$ cat config.mk
export PLATFORM = sky130hd
export DESIGN_NAME = dualIssueCore
export DESIGN_NICKNAME = d
export VERILOG_FILES = /design/src/pipePkg.sv /design/src/isaPkg.sv /design/src/dualIssueCore.sv /design/src/regFile.sv /design/src/pairIssue.sv /design/src/issueLane.sv /design/src/aluUnit.sv /design/src/instDecoder.sv
export SDC_FILE = /design/constraint.sdc
export NUM_CORES = 2
export LEC_CHECK = 0
export ABC_AREA = 0
export BUFFER_PORTS_ARGS = -buffer_cell sky130_fd_sc_hd__buf_2
export CAP_MARGIN = 20
export CORE_UTILIZATION = 65
export DETAILED_ROUTE_END_ITERATION = 8
export GPL_TIMING_DRIVEN = 1
export PLACE_DENSITY = 0.82
export SYNTH_ARGS = -nofsm -noshare
export SYNTH_HDL_FRONTEND = slang
export SYNTH_SLANG_ARGS = --single-unit
$ cat constraint.sdc
create_clock -name clk -period 4.4 [get_ports clk]
set_clock_uncertainty 0.15 [all_clocks]
set_input_delay 0.44 -clock clk [delete_from_list [all_inputs] [get_ports clk]]
set_output_delay 0.44 -clock clk [all_outputs]
set_load 0.03 [all_outputs]
$ cat src/pipePkg.sv
`default_nettype none

package pipePkg;

    localparam int WordWidth  = 32;
    localparam int ShamtWidth = 5;

    typedef logic [WordWidth-1:0] wordT;

    typedef enum logic [3:0] {
        AluAdd  = 4'd0,
        AluSub  = 4'd1,
        AluAnd  = 4'd2,
        AluOr   = 4'd3,
        AluXor  = 4'd4,
        AluNor  = 4'd5,
        AluSlt  = 4'd6,
        AluSltu = 4'd7,
        AluSll  = 4'd8,
        AluSrl  = 4'd9,
        AluLui  = 4'd10,
        AluNop  = 4'd11
    } aluOpE;

    // operand source, slave is the younger lane
    typedef enum logic [2:0] {
        FwdReg     = 3'd0,
        FwdMasterE = 3'd1,
        FwdSlaveE  = 3'd2,
        FwdMasterW = 3'd3,
        FwdSlaveW  = 3'd4
    } fwdSrcE;

endpackage

`default_nettype wire

$ cat src/isaPkg.sv
`default_nettype none

package isaPkg;

    localparam int InstWidth    = 32;
    localparam int RegAddrWidth = 5;
    localparam int NumRegs      = 32;

    // instruction field positions
    localparam int OpcodeLsb = 26;
    localparam int RsLsb     = 21;
    localparam int RtLsb     = 16;
    localparam int RdLsb     = 11;
    localparam int ShamtLsb  = 6;
    localparam int ImmWidth  = 16;

    typedef logic [InstWidth-1:0]    instT;
    typedef logic [RegAddrWidth-1:0] regAddrT;

    typedef enum logic [5:0] {
        OpSpecial = 6'h00,  // R-type, funct selects
        OpAddiu   = 6'h09,
        OpSlti    = 6'h0a,
        OpAndi    = 6'h0c,
        OpOri     = 6'h0d,
        OpXori    = 6'h0e,
        OpLui     = 6'h0f
    } opcodeE;

    typedef enum logic [5:0] {
        FnSll  = 6'h00,
        FnSrl  = 6'h02,
        FnAddu = 6'h21,
        FnSubu = 6'h23,
        FnAnd  = 6'h24,
        FnOr   = 6'h25,
        FnXor  = 6'h26,
        FnNor  = 6'h27,
        FnSlt  = 6'h2a,
        FnSltu = 6'h2b
    } functE;

endpackage

`default_nettype wire
$ cat src/dualIssueCore.sv
`timescale 1ns/1ps
`default_nettype none

module dualIssueCore
    import isaPkg::*, pipePkg::*;
(
    input  wire          clk,
    input  wire          rstN_i,
    input  wire instT    inst1_i,
    input  wire instT    inst2_i,
    input  wire          instValid_i,
    output wire          fetchStall_o,
    output wire          wbMasterEn_o,
    output wire regAddrT wbMasterReg_o,
    output wire wordT    wbMasterData_o,
    output wire          wbSlaveEn_o,
    output wire regAddrT wbSlaveReg_o,
    output wire wordT    wbSlaveData_o
);

    wire issueMaster, issueSlave;

    // execute stage of both lanes, used for forwarding
    wire regAddrT mExDest, sExDest;
    wire          mExEn, sExEn;
    wire wordT    mExRes, sExRes;

    wire regAddrT rdAddr0, rdAddr1, rdAddr2, rdAddr3;
    wire wordT    rdData0, rdData1, rdData2, rdData3;

    pairIssue issue (
        .clk(clk), .rstN_i(rstN_i), .inst1_i(inst1_i), .inst2_i(inst2_i),
        .instValid_i(instValid_i), .issueMaster_o(issueMaster),
        .issueSlave_o(issueSlave), .fetchStall_o(fetchStall_o)
    );

    issueLane #(.IsSlave(1'b0)) masterLane (
        .clk(clk), .rstN_i(rstN_i), .issue_i(issueMaster), .inst_i(inst1_i),
        .rdData1_i(rdData0), .rdData2_i(rdData1), .rdAddr1_o(rdAddr0), .rdAddr2_o(rdAddr1),
        .peerExDest_i(sExDest), .peerExEn_i(sExEn), .peerExResult_i(sExRes),
        .peerWbDest_i(wbSlaveReg_o), .peerWbEn_i(wbSlaveEn_o), .peerWbResult_i(wbSlaveData_o),
        .exDest_o(mExDest), .exEn_o(mExEn), .exResult_o(mExRes),
        .wbDest_o(wbMasterReg_o), .wbEn_o(wbMasterEn_o), .wbResult_o(wbMasterData_o)
    );

    issueLane #(.IsSlave(1'b1)) slaveLane (
        .clk(clk), .rstN_i(rstN_i), .issue_i(issueSlave), .inst_i(inst2_i),
        .rdData1_i(rdData2), .rdData2_i(rdData3), .rdAddr1_o(rdAddr2), .rdAddr2_o(rdAddr3),
        .peerExDest_i(mExDest), .peerExEn_i(mExEn), .peerExResult_i(mExRes),
        .peerWbDest_i(wbMasterReg_o), .peerWbEn_i(wbMasterEn_o), .peerWbResult_i(wbMasterData_o),
        .exDest_o(sExDest), .exEn_o(sExEn), .exResult_o(sExRes),
        .wbDest_o(wbSlaveReg_o), .wbEn_o(wbSlaveEn_o), .wbResult_o(wbSlaveData_o)
    );

    regFile rf (
        .clk(clk), .rstN_i(rstN_i),
        .rdAddr0_i(rdAddr0), .rdAddr1_i(rdAddr1), .rdAddr2_i(rdAddr2), .rdAddr3_i(rdAddr3),
        .rdData0_o(rdData0), .rdData1_o(rdData1), .rdData2_o(rdData2), .rdData3_o(rdData3),
        .wrMasterEn_i(wbMasterEn_o), .wrMasterAddr_i(wbMasterReg_o),
        .wrMasterData_i(wbMasterData_o),
        .wrSlaveEn_i(wbSlaveEn_o), .wrSlaveAddr_i(wbSlaveReg_o), .wrSlaveData_i(wbSlaveData_o)
    );

endmodule

`default_nettype wire

$ cat src/regFile.sv
`timescale 1ns/1ps
`default_nettype none

module regFile
    import isaPkg::*, pipePkg::*;
(
    input  wire          clk,
    input  wire          rstN_i,
    input  wire regAddrT rdAddr0_i,
    input  wire regAddrT rdAddr1_i,
    input  wire regAddrT rdAddr2_i,
    input  wire regAddrT rdAddr3_i,
    output wordT         rdData0_o,
    output wordT         rdData1_o,
    output wordT         rdData2_o,
    output wordT         rdData3_o,
    input  wire          wrMasterEn_i,
    input  wire regAddrT wrMasterAddr_i,
    input  wire wordT    wrMasterData_i,
    input  wire          wrSlaveEn_i,
    input  wire regAddrT wrSlaveAddr_i,
    input  wire wordT    wrSlaveData_i
);

    wordT regs [NumRegs];

    // write-through, slave bypass checked first since it is younger
    function automatic wordT readPort(regAddrT addr);
        if (addr == '0)                                  readPort = '0;
        else if (wrSlaveEn_i && wrSlaveAddr_i == addr)   readPort = wrSlaveData_i;
        else if (wrMasterEn_i && wrMasterAddr_i == addr) readPort = wrMasterData_i;
        else                                             readPort = regs[addr];
    endfunction

    always_comb begin
        rdData0_o = readPort(rdAddr0_i);
        rdData1_o = readPort(rdAddr1_i);
        rdData2_o = readPort(rdAddr2_i);
        rdData3_o = readPort(rdAddr3_i);
    end

    always_ff @(posedge clk) begin
        if (!rstN_i) begin
            for (int i = 0; i < NumRegs; i++) begin
                regs[i] <= '0;
            end
        end else begin
            if (wrMasterEn_i) begin
                regs[wrMasterAddr_i] <= wrMasterData_i;
            end
            if (wrSlaveEn_i) begin
                regs[wrSlaveAddr_i] <= wrSlaveData_i;  // overrides master on same reg
            end
        end
    end

endmodule

`default_nettype wire

$ cat src/pairIssue.sv
`timescale 1ns/1ps
`default_nettype none

module pairIssue
    import isaPkg::*;
(
    input  wire       clk,
    input  wire       rstN_i,
    input  wire instT inst1_i,
    input  wire instT inst2_i,
    input  wire       instValid_i,
    output logic      issueMaster_o,
    output logic      issueSlave_o,
    output logic      fetchStall_o
);

    logic    slavePending;  // master of a dependent pair already went
    logic    writes1, isR2, dependent;
    regAddrT dest1, rs2, rt2;

    always_comb begin
        writes1 = 1'b0;
        dest1   = inst1_i[RtLsb +: RegAddrWidth];
        case (opcodeE'(inst1_i[InstWidth-1:OpcodeLsb]))
            OpSpecial: begin
                dest1 = inst1_i[RdLsb +: RegAddrWidth];
                case (functE'(inst1_i[5:0]))
                    FnSll, FnSrl, FnAddu, FnSubu, FnAnd,
                    FnOr, FnXor, FnNor, FnSlt, FnSltu: writes1 = 1'b1;
                    default:                           writes1 = 1'b0;
                endcase
            end
            OpAddiu, OpSlti, OpAndi, OpOri, OpXori, OpLui: writes1 = 1'b1;
            default: writes1 = 1'b0;
        endcase
    end

    assign rs2  = inst2_i[RsLsb +: RegAddrWidth];
    assign rt2  = inst2_i[RtLsb +: RegAddrWidth];
    assign isR2 = inst2_i[InstWidth-1:OpcodeLsb] == OpSpecial;

    // only one of the pair may go when slave reads what master writes
    assign dependent = writes1 && (dest1 != '0) && ((rs2 == dest1) || (isR2 && rt2 == dest1));

    assign issueMaster_o = instValid_i && !slavePending;
    assign issueSlave_o  = instValid_i && (slavePending || !dependent);
    assign fetchStall_o  = instValid_i && !slavePending && dependent;

    always_ff @(posedge clk) begin
        if (!rstN_i) begin
            slavePending <= 1'b0;
        end else begin
            slavePending <= fetchStall_o || (slavePending && !instValid_i);
        end
    end

endmodule

`default_nettype wire

$ cat src/issueLane.sv
`timescale 1ns/1ps
`default_nettype none

module issueLane
    import isaPkg::*, pipePkg::*;
#(
    parameter bit IsSlave = 1'b0
) (
    input  wire          clk,
    input  wire          rstN_i,
    input  wire          issue_i,
    input  wire instT    inst_i,
    input  wire wordT    rdData1_i,
    input  wire wordT    rdData2_i,
    output regAddrT      rdAddr1_o,
    output regAddrT      rdAddr2_o,
    input  wire regAddrT peerExDest_i,
    input  wire          peerExEn_i,
    input  wire wordT    peerExResult_i,
    input  wire regAddrT peerWbDest_i,
    input  wire          peerWbEn_i,
    input  wire wordT    peerWbResult_i,
    output regAddrT      exDest_o,
    output logic         exEn_o,
    output wordT         exResult_o,
    output regAddrT      wbDest_o,
    output logic         wbEn_o,
    output wordT         wbResult_o
);

    aluOpE   aluOp, exOp;
    regAddrT rs, rt, dest;
    logic    writeEn, useImm;
    wordT    imm, srcA, srcB;
    fwdSrcE  selA, selB;
    wordT    exA, exB;
    logic [ShamtWidth-1:0] exShamt;

    // stage signals seen as master/slave regardless of which lane this is
    regAddrT mExDest, sExDest, mWbDest, sWbDest;
    logic    mExEn, sExEn, mWbEn, sWbEn;
    wordT    mExRes, sExRes, mWbRes, sWbRes;

    instDecoder decoder (
        .inst_i(inst_i), .aluOp_o(aluOp), .rs_o(rs), .rt_o(rt), .dest_o(dest),
        .writeEn_o(writeEn), .useImm_o(useImm), .imm_o(imm)
    );

    assign rdAddr1_o = rs;
    assign rdAddr2_o = rt;

    assign mExDest = IsSlave ? peerExDest_i   : exDest_o;
    assign mExEn   = IsSlave ? peerExEn_i     : exEn_o;
    assign mExRes  = IsSlave ? peerExResult_i : exResult_o;
    assign mWbDest = IsSlave ? peerWbDest_i   : wbDest_o;
    assign mWbEn   = IsSlave ? peerWbEn_i     : wbEn_o;
    assign mWbRes  = IsSlave ? peerWbResult_i : wbResult_o;
    assign sExDest = IsSlave ? exDest_o   : peerExDest_i;
    assign sExEn   = IsSlave ? exEn_o     : peerExEn_i;
    assign sExRes  = IsSlave ? exResult_o : peerExResult_i;
    assign sWbDest = IsSlave ? wbDest_o   : peerWbDest_i;
    assign sWbEn   = IsSlave ? wbEn_o     : peerWbEn_i;
    assign sWbRes  = IsSlave ? wbResult_o : peerWbResult_i;

    // youngest producer wins: execute before writeback, slave before master
    function automatic fwdSrcE pickSrc(regAddrT addr);
        if (addr == '0)                      pickSrc = FwdReg;
        else if (sExEn && sExDest == addr)   pickSrc = FwdSlaveE;
        else if (mExEn && mExDest == addr)   pickSrc = FwdMasterE;
        else if (sWbEn && sWbDest == addr)   pickSrc = FwdSlaveW;
        else if (mWbEn && mWbDest == addr)   pickSrc = FwdMasterW;
        else                                 pickSrc = FwdReg;
    endfunction

    function automatic wordT fwdData(fwdSrcE sel, wordT regVal);
        case (sel)
            FwdMasterE: fwdData = mExRes;
            FwdSlaveE:  fwdData = sExRes;
            FwdMasterW: fwdData = mWbRes;
            FwdSlaveW:  fwdData = sWbRes;
            default:    fwdData = regVal;
        endcase
    endfunction

    always_comb begin
        selA = pickSrc(rs);
        selB = pickSrc(rt);
        srcA = fwdData(selA, rdData1_i);
        srcB = useImm ? imm : fwdData(selB, rdData2_i);
    end

    always_ff @(posedge clk) begin
        if (!rstN_i) begin
            exEn_o <= 1'b0;
            exOp   <= AluNop;
            wbEn_o <= 1'b0;
        end else begin
            exEn_o <= issue_i && writeEn;  // unissued slot is a bubble
            exOp   <= issue_i ? aluOp : AluNop;
            wbEn_o <= exEn_o;
        end
    end

    always_ff @(posedge clk) begin
        exA        <= srcA;
        exB        <= srcB;
        exShamt    <= inst_i[ShamtLsb +: ShamtWidth];
        exDest_o   <= dest;
        wbDest_o   <= exDest_o;
        wbResult_o <= exResult_o;
    end

    aluUnit alu (
        .op_i(exOp), .a_i(exA), .b_i(exB), .shamt_i(exShamt), .result_o(exResult_o)
    );

endmodule

`default_nettype wire

$ cat src/aluUnit.sv
`timescale 1ns/1ps
`default_nettype none

module aluUnit
    import pipePkg::*;
(
    input  wire aluOpE           op_i,
    input  wire wordT            a_i,
    input  wire wordT            b_i,
    input  wire [ShamtWidth-1:0] shamt_i,
    output wordT                 result_o
);

    always_comb begin
        result_o = '0;
        case (op_i)
            AluAdd:  result_o = a_i + b_i;  // no overflow trap
            AluSub:  result_o = a_i - b_i;
            AluAnd:  result_o = a_i & b_i;
            AluOr:   result_o = a_i | b_i;
            AluXor:  result_o = a_i ^ b_i;
            AluNor:  result_o = ~(a_i | b_i);
            AluSlt:  result_o[0] = $signed(a_i) < $signed(b_i);
            AluSltu: result_o[0] = a_i < b_i;
            AluSll:  result_o = b_i << shamt_i;  // shifts act on rt
            AluSrl:  result_o = b_i >> shamt_i;
            AluLui:  result_o = {b_i[WordWidth/2-1:0], {(WordWidth/2){1'b0}}};
            default: result_o = '0;
        endcase
    end

endmodule

`default_nettype wire

$ cat src/instDecoder.sv
`timescale 1ns/1ps
`default_nettype none

module instDecoder
    import isaPkg::*, pipePkg::*;
(
    input  wire instT inst_i,
    output aluOpE     aluOp_o,
    output regAddrT   rs_o,
    output regAddrT   rt_o,
    output regAddrT   dest_o,
    output logic      writeEn_o,
    output logic      useImm_o,
    output wordT      imm_o
);

    opcodeE opcode;
    functE  funct;
    logic   known;
    logic   immSigned;

    assign opcode = opcodeE'(inst_i[InstWidth-1:OpcodeLsb]);
    assign funct  = functE'(inst_i[5:0]);
    assign rs_o   = inst_i[RsLsb +: RegAddrWidth];
    assign rt_o   = inst_i[RtLsb +: RegAddrWidth];

    always_comb begin
        aluOp_o   = AluNop;
        known     = 1'b1;
        useImm_o  = 1'b1;
        immSigned = 1'b0;
        dest_o    = inst_i[RtLsb +: RegAddrWidth];  // I-type writes rt
        case (opcode)
            OpSpecial: begin
                useImm_o = 1'b0;
                dest_o   = inst_i[RdLsb +: RegAddrWidth];
                case (funct)
                    FnSll:   aluOp_o = AluSll;
                    FnSrl:   aluOp_o = AluSrl;
                    FnAddu:  aluOp_o = AluAdd;
                    FnSubu:  aluOp_o = AluSub;
                    FnAnd:   aluOp_o = AluAnd;
                    FnOr:    aluOp_o = AluOr;
                    FnXor:   aluOp_o = AluXor;
                    FnNor:   aluOp_o = AluNor;
                    FnSlt:   aluOp_o = AluSlt;
                    FnSltu:  aluOp_o = AluSltu;
                    default: known = 1'b0;
                endcase
            end
            OpAddiu: begin
                aluOp_o   = AluAdd;
                immSigned = 1'b1;
            end
            OpSlti: begin
                aluOp_o   = AluSlt;
                immSigned = 1'b1;
            end
            OpAndi:  aluOp_o = AluAnd;
            OpOri:   aluOp_o = AluOr;
            OpXori:  aluOp_o = AluXor;
            OpLui:   aluOp_o = AluLui;  // alu moves the low half up
            default: known = 1'b0;
        endcase
    end

    assign imm_o = {{(WordWidth-ImmWidth){immSigned & inst_i[ImmWidth-1]}},
                    inst_i[ImmWidth-1:0]};

    // r0 stays zero, unknown ops become no-ops
    assign writeEn_o = known && (dest_o != '0);

endmodule

`default_nettype wire

==> impl_results.md, run 1 <==
* Count leader, synth: mux4_2
* FF+latch count, synth at 1,259
* Vias in the first global route at 115,000
* Ports at 144
* Syn_nets at 8,641
* Grt total ovfl at 1,260
* Die Span Y at 400 µm
* Largest net degree at the start of global routing at 64
* Dominant synthesized flop cell: edfxtp_1
* Unique masters post-synth at 100
* Synth Instances at 8,378
* Die W at 400 µm
* Worst-case clock buffer depth at 3
* H-tree levels at 4
* Clock Sinks at 1,259
* Top cell type by total area after synthesis: mux4_2
* Hpwl dp at 400,000 µm
* Row Count at 145
* GRT Total Usage at 0.821
* EDFF count, synth at 1,024
* Total CTS buffers at 142
* # port buffers at 143
* Outcome: stopped before the end
* RD Place Congestion at 1.15
* Post-placement cell area at 111,000 µm²
* Yosys warns at 0
* Clk Tree Root Cell: clkbuf_16
* Stopped at: 5_1_grt
* Area share of the largest cell type after synthesis at 0.303
* First-pass GRT wire length at 923,000 µm
* Most frequent cells after synthesis: mux4_2, a22o_1, edfxtp_1, clkbuf_1, nor2_1
* Starting Density at 0.658
* Sequential area share after synthesis at 0.344
* Synth area leaders: mux4_2, edfxtp_1, a22o_1, dfxtp_1, clkbuf_1
* Post-synthesis cell area at 103,000 µm²
* Error: [ERROR GRT-0116] Global routing finished with congestion. Check the congestion regions in the DRC Viewer.
* Syn_area_per_cell at 12.3 µm²
* Post-synth ARST share at 0
==> layer usage <==
metal / GRT usage / overflow
met1: 0.838 / 72
met2: 0.934 / 659
met3: 0.714 / 68
met4: 0.786 / 454
met5: 0.475 / 7
==> per-stage QoR <==
step / worst slack, ns / cells / hold WS (ns)
after CTS: 0.0303 / 10700 / 0.0270
after detailed placement: -0.295 / 10400 / 0.298
after global placement: -0.267 / 10400 / 0.294
after floorplan: 0.745 / 8378 / 0.179
==> logic make-up after synthesis <==
group | after synthesis | synth area share
AOI/OAI and AO/OA | 2471 | 0.183
muxes | 1652 | 0.329
and+or+nand+nor | 1360 | 0.0608
buffers and inverters | 1320 | 0.0495
DFF | 1259 | 0.344
adders and majority gates | 196 | 0.0241
xor gates and xnor gates | 120 | 0.0102
==> repair_timing <==
item / CTS
buffers inserted: 0
hold endpoints to repair: 56
hold buffers: 45
setup endpoints to repair: 15
gates resized for setup: 8
==> run 2: changes to the inputs <==
--- a/config.mk
+++ b/config.mk
@@ -8,10 +8,10 @@
 export ABC_AREA = 0
 export BUFFER_PORTS_ARGS = -buffer_cell sky130_fd_sc_hd__buf_2
 export CAP_MARGIN = 20
-export CORE_UTILIZATION = 65
+export CORE_UTILIZATION = 40
 export DETAILED_ROUTE_END_ITERATION = 8
 export GPL_TIMING_DRIVEN = 1
-export PLACE_DENSITY = 0.82
+export PLACE_DENSITY_LB_ADDON = 0.15
 export SYNTH_ARGS = -nofsm -noshare
 export SYNTH_HDL_FRONTEND = slang
 export SYNTH_SLANG_ARGS = --single-unit
==> run 2 against run 1 <==
  * The flow now finishes, with violations (negative setup slack)
  * Area after synthesis unchanged
  * Synthesized cell count is the same
==> impl_results.md, run 2 <==
* Power per cell area at 319 nW/µm²
* Largest net degree at the start of global routing at 65
* Grt total ovfl at 0
* Simple-Gate Fraction of Synth Area at 0.0608
* Final max-slew violation count at 0
* Max FFs per register at 1,024
* Synth Instances at 8,378
* DRT iter0 DRCs at 16,200
* Final setup viols at 1
* EDFF count, synth at 1,024
* RD Place Congestion at 1.04
* Final Hold Slack at 0.0278 ns
* Net Sw Frac at 0.343
* Outcome: finished, violations left
* Clock Latency Late Sink at 0.88 ns
* Max-slew headroom at 0.164
* P_leak at 43.1 nW
* Crit. End Element: flip-flop
* Hpwl dp at 404,000 µm
* CP Class: reg2reg
* Synth Area in Adders at 0.0241
* Vias in the first global route at 89,800
* Starting Density at 0.402
* Final hold violations at 0
* Clock Sinks at 1,259
* RSZ-0062 raised after global routing: false
* First-pass detailed-route iteration total at 9
* Mux cell area share after synthesis at 0.329
* Final period util at 1.01
* Post-synthesis compound-gate area fraction at 0.183
* Most flop-heavy register: rf.regs
* Post-route ant nets at 0
* Die Span Y at 510 µm
* # port buffers at 143
* CP most frequent cell: buf_4
* Ports at 144
* Initial antenna violation count at 49
* Critical path startpoint category: flip-flop
* Failing checks: negative setup slack
* Peak VDD IR at 0.445 mV
* Crit path DAT at 4.94 ns
* Minimum clock period at 4.45 ns
* Total die area at 260,000 µm²
* Final Cell Area at 119,000 µm²
* Clk Tree Root Cell: clkbuf_16
* CTS tree: done
* Net Switching at 13.0 mW
* GRT Total Usage at 0.448
* Worst Tran Pin Value at 1.25 ns
* Core Area at 256,000 µm²
* Layout cells sized above 1 at 0.336
* Clk slew on worst S/H paths at 0.07 ns
* Syn_nets at 8,641
* Unique masters post-synth at 100
* Top cell type by total area after synthesis: mux4_2
* Sequential area share after synthesis at 0.344
* Dpl cells at 11,800
* Total CTS buffers at 156
* Total negative setup slack at -0.0519 ns
* WL/cell at 48.9 µm
* H-tree levels at 4
* Critical Path Fanout Max at 25
* Main combinational cell family by area after synthesis: multiplexers
* Total routed wirelength at 592,000 µm
* Dominant synthesized flop cell: edfxtp_1
* Max_cap viols at 0
* Via count at 94,400
* Syn_area_per_cell at 12.3 µm²
* Clock share of power at 0.360
* Worst EP required at 4.89 ns
* Sequential Power Share at 0.375
* Yosys warns at 0
* Post-layout nets at 8,863
* Hold Crit Class: in2reg
* Post-synth ARST share at 0
* Crit-path slowest cell: dfxtp_1
* Worst-case clock buffer depth at 3
* Post-placement cell area at 113,000 µm²
* Critical Path Max Stage Delay at 0.80 ns
* First-pass GRT wire length at 791,000 µm
* Layout area overhead at 15.5%
* Commonest non-fill, non-tap cell in the layout: mux4_2
* Post-synthesis cell area at 103,000 µm²
* Area share of the largest cell type after synthesis at 0.303
* FF+latch count, synth at 1,259
* Vias per Instance at 7.79
* Achievable Freq at 0.225 GHz
* Synth area leaders: mux4_2, edfxtp_1, a22o_1, dfxtp_1, clkbuf_1
* Row Count at 186
* Pre-CTS WS at -0.163 ns
* Worst path cell trace: buf_4 > nor4b_2 > buf_4 > a22oi_1 > o221ai_1 > a21oi_1 > o21ai_0 > a211oi_1 > buf_4 > o221ai_1 > buf_4 > a222oi_1 > o221ai_2
* Utilization after layout at 0.464
* Commonest cells after routing, fill and taps aside: mux4_2, a22o_1, edfxtp_1
* Int Power at 24.9 mW
* Count leader, synth: mux4_2
* Total chip power at 37.9 mW
* Residual DRC count at 0
* Area share of xor/xnor cells in the synthesized design at 0.0102
* Gate power share at 0.265
* Final Non-Filler Cells at 12,100
* Setup ws final at -0.0519 ns
* Most frequent cells after synthesis: mux4_2, a22o_1, edfxtp_1, clkbuf_1, nor2_1
* Die W at 510 µm
-- run 2: metal layers --
metal | GRT usage | vias up | wire, µm
met1 | 0.530 | 47700 | 198000
met3 | 0.175 | 2501 | 86400
li1 | - | 35100 | -
met4 | 0.338 | 40 | 55000
met5 | 0.00420 | - | 308
met2 | 0.657 | 9075 | 252000
-- run 2: kinds of logic (layout without fill, tap and decap cells) --
family | after synthesis | after routing
flip-flops | 1259 | 1259
AO/OA/AOI/OAI | 2471 | 2471
adder cells (fa/ha/maj) | 196 | 196
XOR/XNOR | 120 | 120
multiplexers | 1652 | 1652
buffers and inverters | 1320 | 1667
AND/OR/NAND/NOR | 1360 | 1360
other | 0 | 13
-- run 2: final cells by class --
type                    instances  area, µm²
well taps                    3384       4230
diodes                         13       32.5
flip-flops and latches       1259      35500
fillers                     23100     137000
inverters                     235        887
multi-input cells            5799      63300
repair buffers               1149       9900
clock buffers                 195       4120
clock inverters                88       1150
-- run 2: worst paths after layout --
check	startpoint	to	slack, ns	cells past startpoint
worst min register to register	slaveLane.exDest_o[1]	slaveLane.wbDest_o[1]	0.29	0
worst max register to register	masterLane.exOp[2]	masterLane.exB[16]	-0.05	13
worst min-delay path	inst1_i[2]	masterLane.exB[2]	0.03	2
worst max-delay path	masterLane.exOp[2]	masterLane.exB[16]	-0.05	13
-- run 2: repair_timing --
item,in CTS,in global routing
pin swaps,0,2
resized for setup,6,23
hold endpoints to repair,59,0
hold buffers,58,0
endpoints found under the setup margin,8,37
setup buffers,0,2
-- run 2: critical path, delay by kind of cell, from the launching register on --
| kind | cells | cell delay, ns |
|---|---|---|
| buffers and inverters | 4 | 1.03 |
| AOI/OAI and AO/OA | 8 | 2.15 |
| and+or+nand+nor | 1 | 0.08 |
| DFF | 1 | 0.80 |
-- run 2: power groups by stage --
stage                     Clock [mW]  Sequential (mW)  Combinational [mW]
after floorplan                    0             14.0                5.48
after global placement             0             14.4                9.60
after detailed placement           0             14.4                9.57
after CTS                       13.7             14.2                9.64
after global routing            14.1             14.2                10.2
final                           13.7             14.2                10.1
(Power assumes the default switching activity.)
